### src/hdl/mem_qos_pkg.sv
// ----------------------------------------------------------
// Shared types and constants for the memory QoS port
// Import wherever request, response or QoS tags are handled
// ----------------------------------------------------------

package mem_qos_pkg;

    // ----------------------------------------------------------
    // Bus widths
    // ----------------------------------------------------------
    localparam int ADDR_W = 32;
    localparam int DATA_W = 32;
    localparam int STRB_W = DATA_W / 8;
    localparam int ID_W   = 4;

    // Transaction IDs per source
    localparam logic [ID_W-1:0] FETCH_ID = 4'd0;
    localparam logic [ID_W-1:0] DATA_ID  = 4'd1;

    // ----------------------------------------------------------
    // QoS levels and latency budgets
    // ----------------------------------------------------------
    localparam logic [2:0] QOS_LVL_MED      = 3'd1;
    localparam logic [2:0] QOS_LVL_MED_HIGH = 3'd2;
    localparam logic [2:0] QOS_LVL_HIGH     = 3'd3;
    localparam logic [2:0] QOS_LVL_CRIT     = 3'd4;

    // Budgets in cycles
    localparam logic [7:0] LAT_FETCH_NORM = 8'd32;
    localparam logic [7:0] LAT_FETCH_CRIT = 8'd8;
    localparam logic [7:0] LAT_LOAD_NORM  = 8'd24;
    localparam logic [7:0] LAT_STORE_NORM = 8'd48;
    localparam logic [7:0] LAT_DATA_CRIT  = 8'd8;

    // ----------------------------------------------------------
    // Payload types
    // ----------------------------------------------------------
    // 17-bit tag carried next to every request
    typedef struct packed {
        logic [2:0] level;
        logic       urgent;
        logic       is_data;
        logic [3:0] core_id;
        logic [7:0] max_latency;
    } qos_tag_t;

    // 73-bit memory request
    typedef struct packed {
        logic [ADDR_W-1:0] addr;
        logic              write;
        logic [STRB_W-1:0] strb;
        logic [DATA_W-1:0] wdata;
        logic [ID_W-1:0]   id;
    } mem_req_t;

    // 37-bit memory response
    typedef struct packed {
        logic [DATA_W-1:0] rdata;
        logic              error;
        logic [ID_W-1:0]   id;
    } mem_rsp_t;

    // Request plus its tag, 90 bits
    typedef struct packed {
        mem_req_t req;
        qos_tag_t tag;
    } mem_qreq_t;

endpackage

### src/hdl/qos_class_gen.sv
// ----------------------------------------------------------
// QoS tag generation for fetch and data requests
// Purely combinational, both tags valid every cycle
// ----------------------------------------------------------
`timescale 1ns/100ps

module qos_class_gen import mem_qos_pkg::*; #(
    parameter int CORE_ID = 0
) (
    input  logic     exception_pending_i,
    input  logic     data_write_i,
    output qos_tag_t fetch_tag_o,
    output qos_tag_t data_tag_o
);

    // Fetch tag
    always_comb begin
        fetch_tag_o         = '0;
        fetch_tag_o.is_data = 1'b0;
        fetch_tag_o.core_id = 4'(CORE_ID);
        if (exception_pending_i) begin
            // Refetch of the handler must not wait
            fetch_tag_o.level       = QOS_LVL_CRIT;
            fetch_tag_o.urgent      = 1'b1;
            fetch_tag_o.max_latency = LAT_FETCH_CRIT;
        end else begin
            fetch_tag_o.level       = QOS_LVL_HIGH;
            fetch_tag_o.urgent      = 1'b0;
            fetch_tag_o.max_latency = LAT_FETCH_NORM;
        end
    end

    // Data tag, class from the pending request's write bit
    always_comb begin
        data_tag_o         = '0;
        data_tag_o.is_data = 1'b1;
        data_tag_o.core_id = 4'(CORE_ID);
        if (exception_pending_i) begin
            data_tag_o.level       = QOS_LVL_CRIT;
            data_tag_o.urgent      = 1'b1;
            data_tag_o.max_latency = LAT_DATA_CRIT;
        end else begin
            // Loads rank above stores, stores tolerate more latency
            data_tag_o.level       = data_write_i ? QOS_LVL_MED : QOS_LVL_MED_HIGH;
            data_tag_o.urgent      = 1'b0;
            data_tag_o.max_latency = data_write_i ? LAT_STORE_NORM : LAT_LOAD_NORM;
        end
    end

endmodule

### src/hdl/mem_req_arbiter.sv
// ----------------------------------------------------------
// Fetch/data request arbiter with QoS priority
// Stamps ID and fixed fields, feeds the request slice
// ----------------------------------------------------------
`timescale 1ns/100ps

module mem_req_arbiter import mem_qos_pkg::*; (
    input  logic              qos_enable_i,
    input  qos_tag_t          core_qos_tag_i,
    // Fetch source
    input  logic              fetch_req_valid_i,
    input  logic [ADDR_W-1:0] fetch_addr_i,
    // Data source
    input  logic              data_req_valid_i,
    input  logic              data_write_i,
    input  logic [STRB_W-1:0] data_strb_i,
    input  logic [ADDR_W-1:0] data_addr_i,
    input  logic [DATA_W-1:0] data_wdata_i,
    // Tags from the class generator
    input  qos_tag_t          fetch_tag_i,
    input  qos_tag_t          data_tag_i,
    // Downstream side
    input  logic              out_ready_i,
    output logic              fetch_req_ready_o,
    output logic              data_req_ready_o,
    output logic              out_valid_o,
    output mem_qreq_t         out_o
);

    logic fetch_win;

    // ----------------------------------------------------------
    // Winner selection
    // ----------------------------------------------------------
    always_comb begin
        fetch_win = fetch_req_valid_i;
        if (qos_enable_i && fetch_req_valid_i && data_req_valid_i) begin
            if (fetch_tag_i.level > data_tag_i.level) begin
                fetch_win = 1'b1;
            end else if (fetch_tag_i.level == data_tag_i.level) begin
                // Tie broken by urgency only
                fetch_win = fetch_tag_i.urgent && !data_tag_i.urgent;
            end else begin
                fetch_win = 1'b0;
            end
        end
    end

    // Only the winner sees ready
    assign fetch_req_ready_o = fetch_win && out_ready_i;
    assign data_req_ready_o  = !fetch_win && data_req_valid_i && out_ready_i;
    assign out_valid_o       = fetch_req_valid_i || data_req_valid_i;

    // ----------------------------------------------------------
    // Request build
    // ----------------------------------------------------------
    always_comb begin
        if (fetch_win) begin
            // Fetch is a full-word read
            out_o.req.addr  = fetch_addr_i;
            out_o.req.write = 1'b0;
            out_o.req.strb  = '1;
            out_o.req.wdata = '0;
            out_o.req.id    = FETCH_ID;
            out_o.tag       = fetch_tag_i;
        end else begin
            out_o.req.addr  = data_addr_i;
            out_o.req.write = data_write_i;
            out_o.req.strb  = data_strb_i;
            out_o.req.wdata = data_wdata_i;
            out_o.req.id    = DATA_ID;
            out_o.tag       = data_tag_i;
        end
        // Base core tag when QoS is off
        if (!qos_enable_i) begin
            out_o.tag = core_qos_tag_i;
        end
    end

endmodule

### src/hdl/pipe_slice.sv
// ----------------------------------------------------------
// Two-entry valid/ready register slice, any payload type
// Registered output, full throughput, one cycle latency
// ----------------------------------------------------------
`timescale 1ns/100ps

module pipe_slice #(
    parameter type payload_t = logic
) (
    input  logic     clk_i,
    input  logic     rst_ni,
    input  logic     in_valid_i,
    output logic     in_ready_o,
    input  payload_t in_data_i,
    output logic     out_valid_o,
    input  logic     out_ready_i,
    output payload_t out_data_o
);

    // Skid entry behind the output register
    logic     skid_valid_q;
    payload_t skid_data_q;

    // Ready drops only with both entries full
    assign in_ready_o = !skid_valid_q;

    // Valid flags
    always_ff @(posedge clk_i or negedge rst_ni) begin
        if (!rst_ni) begin
            out_valid_o  <= 1'b0;
            skid_valid_q <= 1'b0;
        end else if (out_ready_i || !out_valid_o) begin
            // Output drains, refill from skid first
            out_valid_o  <= skid_valid_q || in_valid_i;
            skid_valid_q <= 1'b0;
        end else if (in_valid_i && in_ready_o) begin
            // Output stalled, park the new item
            skid_valid_q <= 1'b1;
        end
    end

    // Payload registers
    always_ff @(posedge clk_i) begin
        if (out_ready_i || !out_valid_o) begin
            out_data_o <= skid_valid_q ? skid_data_q : in_data_i;
        end else if (in_valid_i && in_ready_o) begin
            skid_data_q <= in_data_i;
        end
    end

endmodule

### src/hdl/rsp_router.sv
// ----------------------------------------------------------
// Response router, steers by transaction ID
// FETCH_ID goes to the fetch port, all else to data
// ----------------------------------------------------------
`timescale 1ns/100ps

module rsp_router import mem_qos_pkg::*; (
    input  logic     in_valid_i,
    output logic     in_ready_o,
    input  mem_rsp_t in_rsp_i,
    // Fetch port
    output logic     fetch_rsp_valid_o,
    output mem_rsp_t fetch_rsp_o,
    input  logic     fetch_rsp_ready_i,
    // Data port
    output logic     data_rsp_valid_o,
    output mem_rsp_t data_rsp_o,
    input  logic     data_rsp_ready_i
);

    logic to_fetch;

    // ID decode
    assign to_fetch = (in_rsp_i.id == FETCH_ID);

    // Exactly one side sees valid
    assign fetch_rsp_valid_o = in_valid_i && to_fetch;
    assign data_rsp_valid_o  = in_valid_i && !to_fetch;

    // Unselected side gets zero payload
    assign fetch_rsp_o = to_fetch ? in_rsp_i : '0;
    assign data_rsp_o  = to_fetch ? '0 : in_rsp_i;

    // Back-pressure from the chosen port
    assign in_ready_o = to_fetch ? fetch_rsp_ready_i : data_rsp_ready_i;

endmodule

### src/hdl/qos_violation_mon.sv
// ----------------------------------------------------------
// Counts stalled request cycles while QoS is enabled
// ----------------------------------------------------------
`timescale 1ns/100ps

module qos_violation_mon #(
    parameter int CNT_W = 16
) (
    input  logic             clk_i,
    input  logic             rst_ni,
    input  logic             qos_enable_i,
    input  logic             req_valid_i,
    input  logic             req_ready_i,
    output logic [CNT_W-1:0] violations_o
);

    logic stall;

    // Offered but not taken
    assign stall = qos_enable_i && req_valid_i && !req_ready_i;

    // Saturating count, holds at all ones
    always_ff @(posedge clk_i or negedge rst_ni) begin
        if (!rst_ni) begin
            violations_o <= '0;
        end else if (stall && !(&violations_o)) begin
            violations_o <= violations_o + 1'b1;
        end
    end

endmodule

### src/hdl/mem_qos_port.sv
// ----------------------------------------------------------
// Memory-side QoS port, merges fetch and data onto one bus
// Instances and wiring only, parameters passed down
// ----------------------------------------------------------
`timescale 1ns/100ps

module mem_qos_port import mem_qos_pkg::*; #(
    parameter int CORE_ID = 0,
    parameter int CNT_W   = 16
) (
    input  logic              clk_i,
    input  logic              rst_ni,
    // QoS control
    input  logic              qos_enable_i,
    input  qos_tag_t          core_qos_tag_i,
    input  logic              exception_pending_i,
    output logic [CNT_W-1:0]  qos_violations_o,
    // Fetch source
    input  logic              fetch_req_valid_i,
    output logic              fetch_req_ready_o,
    input  logic [ADDR_W-1:0] fetch_addr_i,
    output logic              fetch_rsp_valid_o,
    output mem_rsp_t          fetch_rsp_o,
    input  logic              fetch_rsp_ready_i,
    // Data source
    input  logic              data_req_valid_i,
    output logic              data_req_ready_o,
    input  logic              data_write_i,
    input  logic [STRB_W-1:0] data_strb_i,
    input  logic [ADDR_W-1:0] data_addr_i,
    input  logic [DATA_W-1:0] data_wdata_i,
    output logic              data_rsp_valid_o,
    output mem_rsp_t          data_rsp_o,
    input  logic              data_rsp_ready_i,
    // Shared memory port
    output logic              mem_req_valid_o,
    output mem_req_t          mem_req_o,
    output qos_tag_t          mem_qos_o,
    input  logic              mem_req_ready_i,
    input  logic              mem_rsp_valid_i,
    input  mem_rsp_t          mem_rsp_i,
    output logic              mem_rsp_ready_o
);

    // ----------------------------------------------------------
    // Internal wiring
    // ----------------------------------------------------------
    qos_tag_t  fetch_tag;
    qos_tag_t  data_tag;
    logic      arb_valid;
    logic      arb_ready;
    mem_qreq_t arb_qreq;
    mem_qreq_t mem_qreq;
    logic      rsp_valid;
    logic      rsp_ready;
    mem_rsp_t  rsp;

    // Split the slice output onto the memory port
    assign mem_req_o = mem_qreq.req;
    assign mem_qos_o = mem_qreq.tag;

    qos_class_gen #(
        .CORE_ID (CORE_ID)
    ) u_class_gen (
        .exception_pending_i (exception_pending_i),
        .data_write_i        (data_write_i),
        .fetch_tag_o         (fetch_tag),
        .data_tag_o          (data_tag)
    );

    mem_req_arbiter u_arbiter (
        .qos_enable_i      (qos_enable_i),
        .core_qos_tag_i    (core_qos_tag_i),
        .fetch_req_valid_i (fetch_req_valid_i),
        .fetch_addr_i      (fetch_addr_i),
        .data_req_valid_i  (data_req_valid_i),
        .data_write_i      (data_write_i),
        .data_strb_i       (data_strb_i),
        .data_addr_i       (data_addr_i),
        .data_wdata_i      (data_wdata_i),
        .fetch_tag_i       (fetch_tag),
        .data_tag_i        (data_tag),
        .out_ready_i       (arb_ready),
        .fetch_req_ready_o (fetch_req_ready_o),
        .data_req_ready_o  (data_req_ready_o),
        .out_valid_o       (arb_valid),
        .out_o             (arb_qreq)
    );

    // Request slice, tag travels with the request
    pipe_slice #(
        .payload_t (mem_qreq_t)
    ) u_req_slice (
        .clk_i       (clk_i),
        .rst_ni      (rst_ni),
        .in_valid_i  (arb_valid),
        .in_ready_o  (arb_ready),
        .in_data_i   (arb_qreq),
        .out_valid_o (mem_req_valid_o),
        .out_ready_i (mem_req_ready_i),
        .out_data_o  (mem_qreq)
    );

    // Response slice
    pipe_slice #(
        .payload_t (mem_rsp_t)
    ) u_rsp_slice (
        .clk_i       (clk_i),
        .rst_ni      (rst_ni),
        .in_valid_i  (mem_rsp_valid_i),
        .in_ready_o  (mem_rsp_ready_o),
        .in_data_i   (mem_rsp_i),
        .out_valid_o (rsp_valid),
        .out_ready_i (rsp_ready),
        .out_data_o  (rsp)
    );

    rsp_router u_router (
        .in_valid_i        (rsp_valid),
        .in_ready_o        (rsp_ready),
        .in_rsp_i          (rsp),
        .fetch_rsp_valid_o (fetch_rsp_valid_o),
        .fetch_rsp_o       (fetch_rsp_o),
        .fetch_rsp_ready_i (fetch_rsp_ready_i),
        .data_rsp_valid_o  (data_rsp_valid_o),
        .data_rsp_o        (data_rsp_o),
        .data_rsp_ready_i  (data_rsp_ready_i)
    );

    // Watches the memory side of the request slice
    qos_violation_mon #(
        .CNT_W (CNT_W)
    ) u_violation_mon (
        .clk_i        (clk_i),
        .rst_ni       (rst_ni),
        .qos_enable_i (qos_enable_i),
        .req_valid_i  (mem_req_valid_o),
        .req_ready_i  (mem_req_ready_i),
        .violations_o (qos_violations_o)
    );

endmodule

### config.mk
export PLATFORM = sky130hd
export DESIGN_NAME = mem_qos_port
export DESIGN_NICKNAME = d
export VERILOG_FILES = /design/src/hdl/mem_qos_pkg.sv /design/src/hdl/qos_class_gen.sv /design/src/hdl/mem_req_arbiter.sv /design/src/hdl/pipe_slice.sv /design/src/hdl/rsp_router.sv /design/src/hdl/qos_violation_mon.sv /design/src/hdl/mem_qos_port.sv
export SDC_FILE = /design/constraint.sdc
export NUM_CORES = 1
export LEC_CHECK = 0
export ABC_AREA = 1
export BUFFER_PORTS_ARGS = -buffer_cell sky130_fd_sc_hd__clkbuf_2
export CORE_MARGIN = 1
export CORE_UTILIZATION = 48
export DETAILED_ROUTE_END_ITERATION = 10
export GPL_ROUTABILITY_DRIVEN = 0
export GPL_TIMING_DRIVEN = 0
export PLACE_DENSITY = 0.77
export SYNTH_ARGS = -nofsm -noshare
export SYNTH_HDL_FRONTEND = slang
export SYNTH_HIERARCHICAL = 1
export SYNTH_SLANG_ARGS = --single-unit
### constraint.sdc
create_clock -name clk_i -period 7.27 [get_ports clk_i]
set_input_delay 0.727 -clock clk_i [delete_from_list [all_inputs] [get_ports clk_i]]
set_output_delay 0.727 -clock clk_i [all_outputs]
set_load 0.02 [all_outputs]
==> impl_metrics.tcl <==
set metrics [dict create \
    synthFlopType "edfxtp_1" \
    status "complete, no violations" \
    die_area_um2 26950 \
    period_share_pct 47.81 \
    clkSinkCount 274 \
    wl_per_cell_um 14.87 \
    synth_area_leader_cell "edfxtp_1" \
    fillCellCount 2142 \
    crit_path_start_kind "primary input" \
    drv_slew 0 \
    num_vias 9788 \
    synth_compound_gate_area_share_pct 1.765 \
    diodes 0 \
    first_pass_iters 5 \
    grt_usage_pct 22.72 \
    hold_path_class "in2async" \
    grt_max_degree 54 \
    whs_ns 0.1704 \
    clk_path_buf_depth 3 \
    critPathArrivalTime_ns 2.75 \
    final_cell_mix "nand2_1 (602), clkbuf_2 (346), edfxtp_1 (254), inv_1 (121), nor2_1 (90)" \
    setup_tns_ns 0 \
    synth_cell_types 31 \
    ios 351 \
    grt_first_pass_wirelength_mm 47.44 \
    ir_drop_mv 0.1584 \
    mostFrequentLayoutCell "nand2_1" \
    clock-root-buffer "clkbuf_16" \
    worst_slack_ns 3.794 \
    pre_cts_ws_ns 3.784 \
    clock_skew_ns 0.02869 \
    syn_to_final_growth_pct 25.74 \
    num-nets-final 1891 \
    power_density_nw_per_um2 263.4 \
    synthAdderAreaFrac_pct 0.3966 \
    cts_buffers 29 \
    vias_per_cell 4.724 \
    die_x_um 164.2 \
    critPathRequiredTime_ns 6.54 \
    drcViolationCount 0 \
    max-slew-margin-rel_pct 35.54 \
    synth_top_area_share_pct 60.43 \
    drt_iter0_drc 762 \
    multi_input_area_um2 3471 \
    rows 58 \
    fp.coreArea_um2 25470 \
    ctsHoldBuffers 0 \
    antenna_left 0 \
    drive_above_1_share_pct 29.16 \
    synth_top_family_by_area "simple AND/OR/NAND/NOR gates" \
    antenna_found_initial 0 \
    post-dp-hpwl_mm 22.68 \
    cp_max_fo 10 \
    portBuffers 346 \
    start_util_pct 49.55 \
    synth_area_per_cell_um2 9.583 \
    hold_viol_final 0 \
    netlist_area_um2 12620 \
    synth-seq-area-share_pct 64.40 \
    cts_max_level 1 \
    die_y_um 164.2 \
    grt.overflow.total 0 \
    synth_async_sr_flop_share_pct 7.299 \
    maxCapViolCount 0 \
    grt_pass1_vias 9278 \
    yosys_warnings 6 \
    netlist_instances 1317 \
    post_cts_resized 0 \
    synth_edf_count 254 \
    synth_mux_area_share_pct 0 \
    routed_wl_mm 30.81 \
    p_total_mw 4.180 \
    post_cts_buffers 0 \
    path_class "in2out" \
    synth_area_leaders "edfxtp_1 (60%), nand2_1 (18%), dfrtp_1 (4.0%), inv_1 (3.6%), nor2_1 (2.7%)" \
    insertion_delay_ns 0.54 \
    synth_seq_cells 274 \
    finalSetupViolations 0 \
    tightest_slew_ns 0.9634 \
    synth-simple-area-share_pct 23.89 \
    tritoncts "done" \
    leakage_nw 7.828 \
    fin_crit_ns 3.476 \
    end_kind "primary output" \
    synth-xor-area-share_pct 0.4164 \
    path_clk_slew_ns 0.06 \
    regArea_um2 8128 \
    rsz0062_at_grt "false" \
    max_freq_mhz 287.7 \
]
==> critical path, stage by stage <==
cell      delay (ns)
clkbuf_2        0.16
inv_1           0.17
buf_4           0.13
inv_1           0.05
ha_1            0.28
nand3_1         0.10
nor2_1          0.13
nor2_2          0.06
nand2_4         0.13
nand2_4         0.09
inv_2           0.18
buf_2           0.33
nor3_2          0.06
clkbuf_2        0.16
==> final cells by class <==
type                            instances  share of cell area (%)
Clock buffer                           31                   4.620
Sequential cell                       274                   51.22
Timing Repair Buffer                  350                   11.51
Buffer                                 97                   4.187
Inverter                              126                   2.980
Tap cell                              330                   2.602
Clock inverter                         20                   1.009
Multi-Input combinational cell        844                   21.87
==> metal layers <==
| metal | vias up | part of all wire [%] | global-route usage [%] |
|---|---|---|---|
| met5 | - | 0 | 0 |
| met4 | 0 | 3.3 | 8.628 |
| met3 | 66 | 5.8 | 2.854 |
| met2 | 355 | 49 | 38.53 |
| met1 | 4438 | 41 | 29.77 |
| li1 | 4929 | - | - |
==> power by group <==
part           total [mW]  internal, mW  switching [mW]  leakage [nW]
Sequential           1.98          1.92          0.0640          2.72
Clock                1.39         0.797           0.593         0.420
Combinational       0.807         0.259           0.548          4.69
==> state kept, by name, summed over array words and instances (netlist names) <==
signal and count:
u_req_slice/out_data_o 90, u_req_slice/skid_data_q 90, u_rsp_slice/out_data_o 37, u_rsp_slice/skid_data_q 37
u_violation_mon/violations_o 16, u_req_slice/out_valid_o 1, u_req_slice/skid_valid_q 1, u_rsp_slice/out_valid_o 1
u_rsp_slice/skid_valid_q 1
==> logic make-up after synthesis <==
family,after synthesis
DFF,274
and+or+nand+nor,763
buffers and inverters,223
AOI/OAI and AO/OA,43
xor gates and xnor gates,6
other,4
adders and majority gates,4
==> worst paths after layout <==
check / startpoint / end / slack (ns) / cells past startpoint
min in group clk_i: mem_rsp_i[24] / u_rsp_slice/skid_data_q[24] / 0.39 / 1
worst min register to register: u_req_slice/skid_data_q[86] / u_req_slice/out_data_o[86] / 0.50 / 2
worst min-delay path: rst_ni / u_req_slice/skid_valid_q / 0.17 / 1
worst max register to register: u_rsp_slice/out_data_o[3] / u_rsp_slice/skid_data_q[15] / 4.36 / 8
worst max-delay path: exception_pending_i / data_req_ready_o / 3.79 / 14
max in group asynchronous: rst_ni / u_rsp_slice/out_valid_o / 6.69 / 1
==> through the flow <==
stage                     instances  area, um2  utilization [%]
after floorplan                1341      12710                -
after global placement         2017      14860            58.33
after detailed placement       2021      14980            58.79
after CTS                      2072      15870            62.30
after global routing           2072      15870            62.30
final                          2072      15870            62.30
==> Yosys cell counts, drive strengths merged (5+ instances only) <==
master / count
dfrtp: 20
buf: 92
o21ai: 8
nand2: 608
or2: 5
a21oi: 35
inv: 125
nor2: 100
nand3: 44
clkbuf: 5
edfxtp: 254
Note: power is estimated with default switching activity, not from simulation.
